## config.mk

```make
export PLATFORM = sky130hd
export DESIGN_NAME = controlUnit
export DESIGN_NICKNAME = d
export VERILOG_FILES = /design/src/rvControlPkg.sv /design/src/aluDecoder.sv /design/src/controlFsm.sv /design/src/controlUnit.sv /design/src/storeMaskGen.sv
export SDC_FILE = /design/constraint.sdc
export NUM_CORES = 1
export LEC_CHECK = 0
export CORE_ASPECT_RATIO = 0.75
export CORE_UTILIZATION = 35
export CTS_CLUSTER_DIAMETER = 40
export DETAILED_ROUTE_END_ITERATION = 7
export DONT_BUFFER_PORTS = 1
export HOLD_SLACK_MARGIN = 0.1
export PLACE_DENSITY = 0.58
export SLEW_MARGIN = 10
export SYNTH_ARGS = -nofsm -noshare
export SYNTH_HDL_FRONTEND = slang
export SYNTH_SLANG_ARGS = --single-unit
```

## constraint.sdc

```tcl
create_clock -name clk -period 1.6 [get_ports clk]
set_input_delay 0.08 -clock clk [delete_from_list [all_inputs] [get_ports clk]]
set_output_delay 0.08 -clock clk [all_outputs]
set_load 0.02 [all_outputs]
```

## src/rvControlPkg.sv

```systemverilog
// ==========================================================================
// Shared types for the RV32I multi-cycle control unit: states, opcodes,
// datapath selects, ALU codes and the packed control word.
// ==========================================================================
package rvControlPkg;

  localparam int STORE_MASK_WIDTH = 4; // byte lanes per 32-bit word

  typedef enum logic [3:0] {
    FETCH,
    DECODE,
    EXECUTE_R,
    EXECUTE_I,
    UNCOND_JUMP,
    MEM_ADR,
    MEM_READ,
    MEM_WRITE,
    MEM_WB,
    ALU_WB,
    BRANCH_EQ,
    LUI,
    AUIPC,
    JALR_CALC,
    JALR_LINK
  } ctrlState_t;

  // major opcodes, instr[6:0]
  typedef enum logic [6:0] {
    R_TYPE  = 7'b0110011,
    I_LOGIC = 7'b0010011,
    I_LOAD  = 7'b0000011,
    I_JALR  = 7'b1100111,
    S_TYPE  = 7'b0100011,
    B_TYPE  = 7'b1100011,
    J_TYPE  = 7'b1101111,
    U_LUI   = 7'b0110111,
    U_AUIPC = 7'b0010111
  } opcode_t;

  typedef enum logic {ADR_PC, ADR_RESULT} adrSrc_t;

  typedef enum logic [1:0] {PC_INCREMENT, PC_JUMP, PC_ALU_RESULT} pcSrc_t;

  typedef enum logic [1:0] {SRCA_OLD_PC, SRCA_RD1, SRCA_ZERO} aluSrcA_t;

  typedef enum logic [1:0] {SRCB_RD2, SRCB_IMM_EXT, SRCB_FOUR} aluSrcB_t;

  typedef enum logic {RES_ALU_OUT, RES_DATA} resultSrc_t;

  // coarse class from the FSM, refined by the ALU decoder
  typedef enum logic [1:0] {OPC_ADD, OPC_SUB, OPC_RTYPE, OPC_ITYPE} aluOpClass_t;

  typedef enum logic [3:0] {
    ALU_ADD,
    ALU_SUB,
    ALU_SLL,
    ALU_SLT,
    ALU_SLTU,
    ALU_XOR,
    ALU_SRL,
    ALU_SRA,
    ALU_OR,
    ALU_AND
  } aluCtrl_t;

  typedef struct packed {
    adrSrc_t     adrSrc;
    logic        irWrite;
    logic        regWrite;
    logic        pcUpdate;
    pcSrc_t      pcSrc;
    logic        branch;
    aluSrcA_t    aluSrcA;
    aluSrcB_t    aluSrcB;
    aluOpClass_t aluOp;
    resultSrc_t  resultSrc;
    logic        storeEn;   // only in MEM_WRITE
  } ctrlSignals_t;

endpackage

```

## src/aluDecoder.sv

```systemverilog
// ==========================================================================
// ALU decoder: refines the FSM's operation class with funct3 and bit 30.
// ==========================================================================
`timescale 1ns/10ps

module aluDecoder (
  input  rvControlPkg::aluOpClass_t aluOp,
  input  logic [2:0]                funct3,
  input  logic                      funct7b5,
  input  logic                      opIsReg,  // opcode bit 5, set for R-type
  output rvControlPkg::aluCtrl_t    aluCtrl
);

  logic isSub;

  assign isSub = funct7b5 & opIsReg; // immediates never subtract

  always_comb begin
    case (aluOp)
      rvControlPkg::OPC_ADD: aluCtrl = rvControlPkg::ALU_ADD;
      rvControlPkg::OPC_SUB: aluCtrl = rvControlPkg::ALU_SUB;
      default: begin
        // RTYPE and ITYPE share the funct3 map
        case (funct3)
          3'b000:  aluCtrl = isSub ? rvControlPkg::ALU_SUB : rvControlPkg::ALU_ADD;
          3'b001:  aluCtrl = rvControlPkg::ALU_SLL;
          3'b010:  aluCtrl = rvControlPkg::ALU_SLT;
          3'b011:  aluCtrl = rvControlPkg::ALU_SLTU;
          3'b100:  aluCtrl = rvControlPkg::ALU_XOR;
          3'b101:  aluCtrl = funct7b5 ? rvControlPkg::ALU_SRA : rvControlPkg::ALU_SRL;
          3'b110:  aluCtrl = rvControlPkg::ALU_OR;
          default: aluCtrl = rvControlPkg::ALU_AND;
        endcase
      end
    endcase
  end

endmodule

```

## src/controlFsm.sv

```systemverilog
// ==========================================================================
// Moore FSM stepping each RV32I instruction through its states and
// driving the control word for the multi-cycle datapath.
// ==========================================================================
`timescale 1ns/10ps

module controlFsm (
  input  logic                      clk,
  input  logic                      reset,
  input  rvControlPkg::opcode_t     opcode,
  input  logic                      zeroFlag,
  output rvControlPkg::ctrlSignals_t ctrl,
  output rvControlPkg::ctrlState_t  state
);

  rvControlPkg::ctrlState_t curState;
  rvControlPkg::ctrlState_t nextState;

  always_ff @(posedge clk) begin
    if (reset) curState <= rvControlPkg::FETCH;
    else       curState <= nextState;
  end

  assign state = curState;

  // next state
  always_comb begin
    nextState = rvControlPkg::FETCH;
    case (curState)
      rvControlPkg::FETCH: nextState = rvControlPkg::DECODE;
      rvControlPkg::DECODE: begin
        case (opcode)
          rvControlPkg::R_TYPE:  nextState = rvControlPkg::EXECUTE_R;
          rvControlPkg::I_LOGIC: nextState = rvControlPkg::EXECUTE_I;
          rvControlPkg::I_LOAD:  nextState = rvControlPkg::MEM_ADR;
          rvControlPkg::S_TYPE:  nextState = rvControlPkg::MEM_ADR;
          rvControlPkg::B_TYPE:  nextState = rvControlPkg::BRANCH_EQ;
          rvControlPkg::J_TYPE:  nextState = rvControlPkg::UNCOND_JUMP;
          rvControlPkg::U_LUI:   nextState = rvControlPkg::LUI;
          rvControlPkg::U_AUIPC: nextState = rvControlPkg::AUIPC;
          rvControlPkg::I_JALR:  nextState = rvControlPkg::JALR_CALC;
          default:               nextState = rvControlPkg::DECODE; // wait for a legal opcode
        endcase
      end
      rvControlPkg::MEM_ADR: begin
        if (opcode == rvControlPkg::I_LOAD)      nextState = rvControlPkg::MEM_READ;
        else if (opcode == rvControlPkg::S_TYPE) nextState = rvControlPkg::MEM_WRITE;
        else                                     nextState = rvControlPkg::FETCH;
      end
      rvControlPkg::MEM_READ:    nextState = rvControlPkg::MEM_WB;
      rvControlPkg::JALR_CALC:   nextState = rvControlPkg::JALR_LINK;
      rvControlPkg::JALR_LINK:   nextState = rvControlPkg::ALU_WB;
      rvControlPkg::EXECUTE_R,
      rvControlPkg::EXECUTE_I,
      rvControlPkg::UNCOND_JUMP,
      rvControlPkg::LUI,
      rvControlPkg::AUIPC:       nextState = rvControlPkg::ALU_WB;
      // branch retires through one idle MEM_ADR cycle, 4 cycles like the others
      rvControlPkg::BRANCH_EQ:   nextState = rvControlPkg::MEM_ADR;
      default:                   nextState = rvControlPkg::FETCH; // MEM_WRITE, MEM_WB, ALU_WB
    endcase
  end

  // Moore outputs, only BRANCH_EQ also looks at zeroFlag
  always_comb begin
    ctrl.adrSrc    = rvControlPkg::ADR_PC;
    ctrl.irWrite   = 1'b0;
    ctrl.regWrite  = 1'b0;
    ctrl.pcUpdate  = 1'b0;
    ctrl.pcSrc     = rvControlPkg::PC_INCREMENT;
    ctrl.branch    = 1'b0;
    ctrl.aluSrcA   = rvControlPkg::SRCA_OLD_PC;
    ctrl.aluSrcB   = rvControlPkg::SRCB_FOUR;
    ctrl.aluOp     = rvControlPkg::OPC_ADD;
    ctrl.resultSrc = rvControlPkg::RES_ALU_OUT;
    ctrl.storeEn   = 1'b0;
    case (curState)
      rvControlPkg::FETCH: begin
        ctrl.irWrite  = 1'b1;
        ctrl.pcUpdate = 1'b1;
      end
      rvControlPkg::DECODE: begin
        ctrl.aluSrcB = rvControlPkg::SRCB_IMM_EXT; // precompute branch / jump target
      end
      rvControlPkg::EXECUTE_R: begin
        ctrl.aluSrcA = rvControlPkg::SRCA_RD1;
        ctrl.aluSrcB = rvControlPkg::SRCB_RD2;
        ctrl.aluOp   = rvControlPkg::OPC_RTYPE;
      end
      rvControlPkg::EXECUTE_I: begin
        ctrl.aluSrcA = rvControlPkg::SRCA_RD1;
        ctrl.aluSrcB = rvControlPkg::SRCB_IMM_EXT;
        ctrl.aluOp   = rvControlPkg::OPC_ITYPE;
      end
      rvControlPkg::UNCOND_JUMP: begin
        ctrl.pcUpdate = 1'b1;
        ctrl.pcSrc    = rvControlPkg::PC_JUMP; // link value pc+4 on the ALU
      end
      rvControlPkg::MEM_ADR,
      rvControlPkg::JALR_CALC: begin
        ctrl.aluSrcA = rvControlPkg::SRCA_RD1; // rs1 + imm
        ctrl.aluSrcB = rvControlPkg::SRCB_IMM_EXT;
      end
      rvControlPkg::MEM_READ: ctrl.adrSrc = rvControlPkg::ADR_RESULT;
      rvControlPkg::MEM_WRITE: begin
        ctrl.adrSrc  = rvControlPkg::ADR_RESULT;
        ctrl.storeEn = 1'b1;
      end
      rvControlPkg::MEM_WB: begin
        ctrl.resultSrc = rvControlPkg::RES_DATA;
        ctrl.regWrite  = 1'b1;
      end
      rvControlPkg::ALU_WB: ctrl.regWrite = 1'b1;
      rvControlPkg::BRANCH_EQ: begin
        ctrl.aluSrcA  = rvControlPkg::SRCA_RD1;
        ctrl.aluSrcB  = rvControlPkg::SRCB_RD2;
        ctrl.aluOp    = rvControlPkg::OPC_SUB;
        ctrl.branch   = 1'b1;
        ctrl.pcUpdate = 1'b1;
        ctrl.pcSrc    = zeroFlag ? rvControlPkg::PC_JUMP : rvControlPkg::PC_INCREMENT;
      end
      rvControlPkg::LUI: begin
        ctrl.aluSrcA = rvControlPkg::SRCA_ZERO;
        ctrl.aluSrcB = rvControlPkg::SRCB_IMM_EXT;
      end
      rvControlPkg::AUIPC: ctrl.aluSrcB = rvControlPkg::SRCB_IMM_EXT;
      rvControlPkg::JALR_LINK: begin
        ctrl.pcUpdate = 1'b1;
        ctrl.pcSrc    = rvControlPkg::PC_ALU_RESULT; // target held from JALR_CALC
      end
      default: ctrl.irWrite = 1'b0;
    endcase
  end

endmodule

```

## src/controlUnit.sv

```systemverilog
// ==========================================================================
// RV32I control unit top: slices the instruction and ties the FSM, ALU
// decoder and store mask generator together.
// ==========================================================================
`timescale 1ns/10ps

module controlUnit (
  input  logic                                  clk,
  input  logic                                  reset,
  input  logic [31:0]                           instr,
  input  logic                                  zeroFlag,
  input  logic [1:0]                            adrLow,   // low bits of computed address
  output rvControlPkg::ctrlSignals_t            ctrl,
  output rvControlPkg::aluCtrl_t                aluCtrl,
  output logic [rvControlPkg::STORE_MASK_WIDTH-1:0] memWrite,
  output rvControlPkg::ctrlState_t              state
);

  rvControlPkg::opcode_t opcode;
  logic [2:0]            funct3;
  logic                  funct7b5;

  assign opcode   = rvControlPkg::opcode_t'(instr[6:0]);
  assign funct3   = instr[14:12];
  assign funct7b5 = instr[30];

  controlFsm controlFsm_inst (
    .clk      (clk),
    .reset    (reset),
    .opcode   (opcode),
    .zeroFlag (zeroFlag),
    .ctrl     (ctrl),
    .state    (state)
  );

  aluDecoder aluDecoder_inst (
    .aluOp    (ctrl.aluOp),
    .funct3   (funct3),
    .funct7b5 (funct7b5),
    .opIsReg  (instr[5]),
    .aluCtrl  (aluCtrl)
  );

  storeMaskGen storeMaskGen_inst (
    .storeEn  (ctrl.storeEn),
    .funct3   (funct3),
    .adrLow   (adrLow),
    .memWrite (memWrite)
  );

endmodule

```

## src/storeMaskGen.sv

```systemverilog
// ==========================================================================
// Byte write enables for SB/SH/SW from store width and address bits 1:0.
// ==========================================================================
`timescale 1ns/10ps

module storeMaskGen (
  input  logic                                  storeEn,
  input  logic [2:0]                            funct3,
  input  logic [1:0]                            adrLow,
  output logic [rvControlPkg::STORE_MASK_WIDTH-1:0] memWrite
);

  logic [rvControlPkg::STORE_MASK_WIDTH-1:0] laneMask;

  always_comb begin
    case (funct3)
      3'b000:  laneMask = 4'b0001 << adrLow;           // byte
      3'b001:  laneMask = 4'b0011 << {adrLow[1], 1'b0}; // halfword, lower or upper pair
      3'b010:  laneMask = 4'b1111;                      // word
      default: laneMask = '0;
    endcase
  end

  assign memWrite = storeEn ? laneMask : '0;

endmodule
```

After elaboration in Yosys (flattened, before gate mapping)
Cells that the tools add are included.
- latch bits: 0
- logic and storage cells: 67
- bits in writable memories: 0
- output and inout port bits: 27
- memories kept: 0
- register bits: 4
- ROM bits: 0
- bits of input ports: 37
- equality and inequality tests: 30
- reductions and logical operators: 11
- magnitude comparators: 0
- add/sub/neg operators: 0
- multiplexer cells: 22
- divide/modulo/power cells: 0
- bitwise logic cells: 1
- $mul: 0
- shift-type cells: 2
- operators by type and width (cell ; count):
    one-hot mux 4 bit (7 select lines) ; 2
    one-hot mux 4 bit (8 select lines) ; 1
    == test 4 bit, second input constant ; 7
    == test 7 x 6 -> 1 bit, second input constant ; 3
    == test 7 bit, second input constant ; 3
    == test 4 x 3 -> 1 bit, second input constant ; 4
    == test 7 x 5 -> 1 bit, second input constant ; 2
    one-hot mux 2 bit (3 select lines) ; 2
    one-hot mux 4 bit (3 select lines) ; 1
    OR reduction 6 bit ; 2
    2-to-1 mux 1 bit ; 10
    == test 3 bit, second input constant ; 3
    == test 4 x 2 -> 1 bit, second input constant ; 2
    2-to-1 mux 4 bit ; 2
    one-hot mux 2 bit (2 select lines) ; 2
    one-hot mux 4 bit (2 select lines) ; 1
    OR reduction 2 bit ; 4
    == test 7 x 2 -> 1 bit, second input constant ; 1
    == test 3 x 2 -> 1 bit, second input constant ; 2
    OR reduction 5 bit ; 1
    == test 4 x 1 -> 1 bit, second input constant ; 1
    zero test 4 bit ; 1
    OR reduction 4 bit ; 1
    left shift 1 x 2 -> 4 bit, first input constant ; 1
    7 further kinds ; 7

Longest topological paths before layout
Gate-level depths: netlist of run 1.
- depth after elaboration: 4
- depth in mapped cells: 6

By module
Synthesis of run 1 repeated with hierarchy kept, for this count alone.
- cells, all modules: 106
- area total of the unflattened synthesis: 737.0 sq um
- by module, submodules not included (module ; cells an instance ; area an instance (sq um) ; times used ; sequential area each (sq um)):
    controlFsm ; 81 ; 564.3 ; 1 ; 80.1
    aluDecoder ; 12 ; 98.8 ; 1 ; 0.0
    storeMaskGen ; 13 ; 73.8 ; 1 ; 0.0

Worst setup path before layout of run 1
OpenSTA, ideal clock, no wires.
- kind: reg2out
- start: reg controlFsm_inst.curState[1] (netlist: controlFsm_inst.state[1])
- end: out ctrl[14] in the netlist's numbering
- arrival: 1.436 ns
- data required time: 1.520 ns
- cell stages (with the launch flop): 4
- slack: 0.084 ns
- buffers on the path: 1
- cell sequence: dfxtp_1 clkbuf_1 inv_1 nor3b_1
- RTL lines (element ; RTL line ; RTL):
    start, declared ; controlFsm.sv:16 ; rvControlPkg::ctrlState_t curState;
    start signal, assigned ; controlFsm.sv:20 ; if (reset) curState <= rvControlPkg::FETCH;
    start signal, assigned ; controlFsm.sv:21 ; else curState <= nextState;
    end, declared ; controlUnit.sv:13 ; output rvControlPkg::ctrlSignals_t ctrl,

Worst setup path in the final report of run 1
- start: reg controlFsm_inst.curState[1] (netlist: controlFsm_inst.state[1])
- end: out memWrite[3] in the netlist's numbering
- word-level cells in the longest chain between the ends: 3
- RTL lines (element ; RTL line ; RTL):
    == test 4 x 3 -> 1 bit ; controlFsm.sv:77 ; case (curState)
    2-to-1 mux 1 bit ; controlFsm.sv:77 ;
    2-to-1 mux 4 bit ; storeMaskGen.sv:24 ; assign memWrite = storeEn ? laneMask : '0;
    end, declared ; controlUnit.sv:15 ; output logic [rvControlPkg::STORE_MASK_WIDTH-1:0] memWrite,
No other way between the ends.

==> results of run 1 <==
-- layer usage --
metal	up-vias	share of wire, %	wire length [um]	track usage, %
met4	0	0.64	15	9.21
li1	475	-	-	-
met1	450	41	948	26.0
met2	55	48	1130	37.5
met5	-	0	0	0
met3	2	10	243	5.93
-- area by class of cell --
cell class	instances	area [um^2]	area share, %
multi-input cells	96	553	57.0
inverters	6	22.5	2.32
flip-flops and latches	4	87.6	9.02
clock buffers	3	22.5	2.32
well taps	22	27.5	2.84
repair buffers	33	258	26.5
-- Yosys cell counts (2+ instances only) --
| cell | number |
|---|---|
| nor2_1 | 17 |
| a21oi_1 | 20 |
| nor3_1 | 5 |
| nand3b_1 | 3 |
| buf_2 | 2 |
| nor3b_1 | 5 |
| inv_1 | 6 |
| a311oi_1 | 2 |
| clkbuf_1 | 4 |
| nand2b_1 | 7 |
| o21a_1 | 2 |
| dfxtp_1 | 4 |
| nand2_1 | 8 |
| a311o_1 | 2 |
| o21ai_0 | 8 |
-- logic make-up (layout without fill, tap and decap cells) --
kind of cell	after synthesis	after routing
and+or+nand+nor	53	53
buffers and inverters	15	42
AOI/OAI and AO/OA	43	43
DFF	4	4
-- power by group through the flow --
stage	registers, mW	clock network [mW]	logic [mW]
2_1_floorplan	0.111	0	0.0862
3_3_place_gp	0.109	0	0.107
3_5_place_dp	0.109	0	0.111
4_1_cts	0.108	0.127	0.121
5_1_grt	0.108	0.132	0.136
6_report	0.108	0.119	0.124
-- tightest hold or removal path: stages --
cell,delay [ns]
a21oi_1,0.02
o211ai_1,0.16
a21oi_1,0.08
-- through the flow --
stage / setup slack (ns) / instance area [um^2] / cells / power [mW]
floorplan: 0.0839 / 696 / 115 / 0.197
detailed placement: 0.0123 / 893 / 157 / 0.220
global placement: 0.0519 / 893 / 157 / 0.216
global route: 0.00367 / 971 / 164 / 0.376
finish: 0.0974 / 971 / 164 / 0.351
CTS: 0.00889 / 963 / 164 / 0.357
-- cells in the final DEF (no fill, tap or decap), drive strengths merged, types with 2 or more instances in the layout --
master / netlist / routed
buf: 5 / 29
a21oi: 20 / 20
nor2: 18 / 18
o21ai: 8 / 8
nand2: 8 / 8
nand2b: 7 / 7
inv: 6 / 6
nor3: 5 / 5
nor3b: 5 / 5
dlygate4sd3: 0 / 4
dfxtp: 4 / 4
nand3b: 3 / 3
clkbuf: 4 / 3
o21a: 2 / 2
a311o: 2 / 2
a311oi: 2 / 2
nor4: 2 / 2
-- final timing paths --
| path | from | endpoint | slack (ns) |
|---|---|---|---|
| min reg2reg | controlFsm_inst.state[2] | controlFsm_inst.state[3] | 0.59 |
| max reg2reg | controlFsm_inst.state[3] | controlFsm_inst.state[2] | 0.24 |
| min | instr[2] | controlFsm_inst.state[1] | 0.16 |
| max | controlFsm_inst.state[1] | memWrite[3] | 0.1 |
-- timing repair --
item / in CTS / in global routing
gates resized for setup: 3 / 4
endpoints found under the hold margin: 4 / 0
hold buffers: 4 / 0
endpoints found under the setup margin: 6 / 8
==> results by group, run 1 <==
GRT
  • Global Route Usage Sum: 21.8%
  • Initial antenna violation count: 0
  • Largest net degree at the start of global routing: 13
  • Vias in the first global route: 844
  • First-pass GRT wire length: about 3400 um
  • Total gr overflow: 0

Die
  • Die width: 53.5 um
  • DIE HEIGHT: 40.6 um
  • I/O pins: 64
  • Die ar.: around 2200 um^2
  • FP Rows: 13
  • Core area: 1810 um^2
  • Initial Util: between 30% and 40%

CTS
  • Longest Clk Path Bufs: 2
  • Clk Latency, worst-skew pair: roughly 0.23 ns
  • Clk sinks: 4
  • Reg clk slew, reported paths: 0.03 ns
  • Setup bufs post-CTS: 0
  • CTS H-Tree Depth: 1
  • CTS Root Cell: clkbuf_4
  • CTS tree: done
  • CTS Buf Count: 3

Pwr
  • Static leakage: 0.398 nW
  • Sw power: 0.109 mW
  • Sequential Power Share: 30.8%
  • PwrDens: 361 nW/um^2
  • Power share of the combinational group: 35.2%
  • Switch share: 31.2%
  • Clock power frac: 34.0%
  • Pint: 0.242 mW
  • Max IR drop VDD: 0.257 mV

Logic synthesis
  • #FFs+latches synth: 4
  • Netlist cell types: 35
  • Synth Instances: ~120
  • Synth Area in Adders: 0%
  • Mapped Area: 696 um^2
  • Yosys warning count: 0
  • Synth Area in Compound Gates: 37.9%
  • Asr flop ratio synth: 0%
  • Seq/Total Area, Yosys: between 10% and 20%
  • Synth Area in XOR/XNOR: 0%
  • Post-synth EDFFs: 0
  • Simple-gate area share of the yosys netlist: 40.5%
  • Synth top area share: between 10 and 15%
  • Post-synthesis mux area share: 0%
  • Largest area contributor in the netlist: a21oi_1
  • Post-synth top flop: dfxtp_1
  • Synth area leaders: a21oi_1 14%, dfxtp_1 12%, nor2_1 9.2%
  • Largest family of logic cells by synthesized area: simple AND/OR/NAND/NOR gates
  • Net Count, Synth: 152
  • Syn avg cell area: 6.05 um^2

Critical path
  • CP endpoint kind: output port
  • Slowest cell on the critical path: dfxtp_4
  • Worst-path cell chain: nand2_1 -> nor3b_2 -> nand2_2 -> a21oi_1 -> buf_4
  • Startpoint Class: flop
  • Slowest stage delay, CP: 0.41 ns
  • Top delay family on crit path: simple AND/OR/NAND/NOR gates
  • Worst EP arrival: ~1.4 ns
  • Worst Path Required: 1.52 ns
  • Critical path type: reg -> out
  • Critical path depth: 5
  • Buf/Inv on CP: 1
  • R2R depth: 5
  • Worst Path Max Fanout: 7

Route
  • Total vias in the final route: 982
  • DRC: 0
  • Avg WL per Cell: 14.3 um
  • DR pass1 iterations: 4
  • Via/cell ratio: 5.99
  • Final Routed Wirelength: 2340 um
  • Iteration-0 DRC Markers: 35
  • Post-route ant nets: 0

Final layout
  • Final core occ: 53.8%
  • # fillers: 184
  • Number of flip-flops in the largest register: 4
  • Share of layout cells above drive strength 1: 29.6%
  • Area growth syn-to-layout: 39.6%
  • Diodes inserted: 0
  • Final net count: 181

Timing
  • Endpoints failing setup: 0
  • Hold Vio Cnt, Final: 0
  • Unrepaired setup endpoints after global routing: false
  • Final setup TNS: 0 ns
  • Hold_ws: 0.160 ns
  • Max Freq: between 600 and 700 MHz
  • Worst-Margin Slew: 0.325 ns
  • Period Utilization, post-route: 93.9%
  • Fin. max-slew vios: 0
  • Rel. slew slack: 78.3%
  • Clock skew: between 0.0006 and 0.0007 ns
  • Final Critical Period: 1.50 ns

Placement
  • Post-DP HPWL: 1690 um
  • Final GP Congestion: 0.879
  • Port bufs: 0

Run
  • Max cap viols: 0

Worst hold path
  • Min-Delay Path Class: in -> reg
  • Worst Hold Depth: 3

Outcome
  • Outcome: finished clean
Note: power is estimated with default switching activity, not from simulation.
==> inputs of run 2 (changes only) <==
==> constraint.sdc (replaced) <==
create_clock -name clk -period 1.6 [get_ports clk]
set_input_delay 0.32 -clock clk [delete_from_list [all_inputs] [get_ports clk]]
set_output_delay 0.32 -clock clk [all_outputs]
set_load 0.02 [all_outputs]
==> results by group, run 2 (synthesized netlist as in run 1, its figures left out) <==
Worst hold path
  • Min-Delay Path Class: in -> reg

Critical path
  • Crit path from: controlFsm_inst.state[0]
  • R2R depth: 6
  • Worst EP arrival: around 1.3 ns
  • Critical path depth: 4
  • Worst Path Required: 1.28 ns
  • Buf/Inv on CP: 2
  • Startpoint Class: flop
  • Worst R2R Start: controlFsm_inst.state[1]
  • Slowest cell on the critical path: dfxtp_2
  • Crit path capture: ctrl[6]
  • FF-to-FF End: controlFsm_inst.state[2]
  • CP endpoint kind: output port
  • Critical path type: reg -> out
  • Top delay family on crit path: buffers and inverters
  • Slowest stage delay, CP: 0.34 ns
  • Worst-path cell chain: buf_6 -> nand2_1 -> o21ai_0 -> buf_4
  • Reg2reg setup slack: 0.15 ns
  • Worst Path Max Fanout: 16

CTS
  • CTS H-Tree Depth: 1
  • CTS tree: done
  • CTS Buf Count: 3
  • Clk sinks: 4
  • Reg clk slew, reported paths: 0.04 ns
  • Longest Clk Path Bufs: 2
  • Clk Latency, worst-skew pair: approximately 0.24 ns
  • CTS Root Cell: clkbuf_4

Timing
  • PnR worst setup slack: -0.0216 ns
  • Hold Vio Cnt, Final: 0
  • Unrepaired setup endpoints after global routing: true
  • Endpoints failing setup: 2
  • Rel. slew slack: 73.1%
  • Final Critical Period: ~1.6 ns
  • Max Freq: 617 MHz
  • Clock skew: about 0.00037 ns
  • Period Utilization, post-route: 101%
  • Worst-Margin Slew: 0.399 ns
  • Fin. max-slew vios: 0

Final layout
  • Area growth syn-to-layout: 53.4%
  • Fin cells: 160
  • Diodes inserted: 0
  • Final net count: approximately 180
  • Share of layout cells above drive strength 1: 40.6%
  • Commonest non-fill, non-tap cell in the layout: buf_4
  • Most frequent cells in the layout: 23 x buf_4, 14 x nor2_1, 14 x a21oi_1
  • # fillers: around 170
  • Number of flip-flops in the largest register: 4
  • Final core occ: 59.1%
  • Multi-input logic area: 659 um^2
  • Register area: 87.6 um^2
  • Post-route cell area: 1070 um^2

Die
  • FP Rows: 13
  • Initial Util: between 30% and 40%
  • Die ar.: 2170 um^2
  • DIE HEIGHT: 40.6 um
  • Core area: around 1800 um^2
  • Die width: 53.5 um
  • I/O pins: 64

Placement
  • Placement Setup Slack: 0.0563 ns
  • Final GP Congestion: approximately 0.82
  • Port bufs: 0
  • Placed cell count: about 160
  • Post-DP HPWL: 1770 um
  • Area after DPL: 916 um^2

Route
  • Via/cell ratio: between 5 and 6
  • DR pass1 iterations: 4
  • Final Routed Wirelength: 2650 um
  • Post-route ant nets: 0
  • DRC: 0
  • Avg WL per Cell: roughly 17 um
  • Total vias in the final route: approximately 960
  • Iteration-0 DRC Markers: 53

GRT
  • First-pass GRT wire length: 3510 um
  • Initial antenna violation count: 0
  • Vias in the first global route: about 770
  • Total gr overflow: 0
  • Global Route Usage Sum: ~23%
  • Largest net degree at the start of global routing: 17

Pwr
  • Max IR drop VDD: 0.200 mV
  • Static leakage: 0.405 nW
  • PwrDens: 348 nW/um^2

Outcome
  • Failing checks: negative setup slack
  • Outcome: finished with violations

Run
  • Max cap viols: 0
[run 2: area by class of cell]
| class | instances | area share [%] |
|---|---|---|
| tap | 22 | 2.58 |
| clock buffer | 3 | 2.11 |
| multi-input combinational | 96 | 61.8 |
| sequential | 4 | 8.21 |
| timing repair buffer | 29 | 23.2 |
| inverter | 6 | 2.11 |
[run 2: how the worst min path moves through the flow]
| stage | start | end | slack (ns) | cells past startpoint |
|---|---|---|---|---|
| final | reset | controlFsm_inst.state[0] | 0.25 | 2 |
| after global routing | reset | controlFsm_inst.state[3] | 0.24 | 2 |
| after CTS | reset | controlFsm_inst.state[0] | 0.24 | 2 |
| after detailed placement | reset | controlFsm_inst.state[0] | 0.49 | 2 |
| after global placement | reset | controlFsm_inst.state[3] | 0.48 | 2 |
| after floorplan | reset | controlFsm_inst.state[0] | 0.48 | 2 |
[run 2: through the flow]
stage	setup TNS, ns	hold WS, ns	power, mW
3_5_place_dp	0	0.491	0.224
2_1_floorplan	-0.0501	0.477	0.201
3_3_place_gp	0	0.481	0.220
5_1_grt	-0.251	0.245	0.394
6_report	-0.0318	0.249	0.372
4_1_cts	-0.0311	0.243	0.363
[run 2: layer usage]
metal / global-route usage [%] / up-vias / part of all wire [%]
met2: 38.1 / 56 / 46
met4: 9.87 / 0 / 1.3
met5: 0 / - / 0
met1: 29.2 / 430 / 44
met3: 5.19 / 4 / 8.8
li1: - / 468 / -
[run 2: where the power goes]
group	switching (mW)	total, mW	internal, mW
sequential	0.00385	0.106	0.102
clock	0.0499	0.134	0.0845
combinational	0.0769	0.132	0.0547
total	0.131	0.372	0.241
[run 2: timing repair]
| action | CTS | global route |
|---|---|---|
| endpoints found under the setup margin | 15 | 14 |
| hold buffers | 0 | 0 |
| pin swaps | 4 | 4 |
| resized for setup | 15 | 15 |
| setup buffers | 1 | 0 |
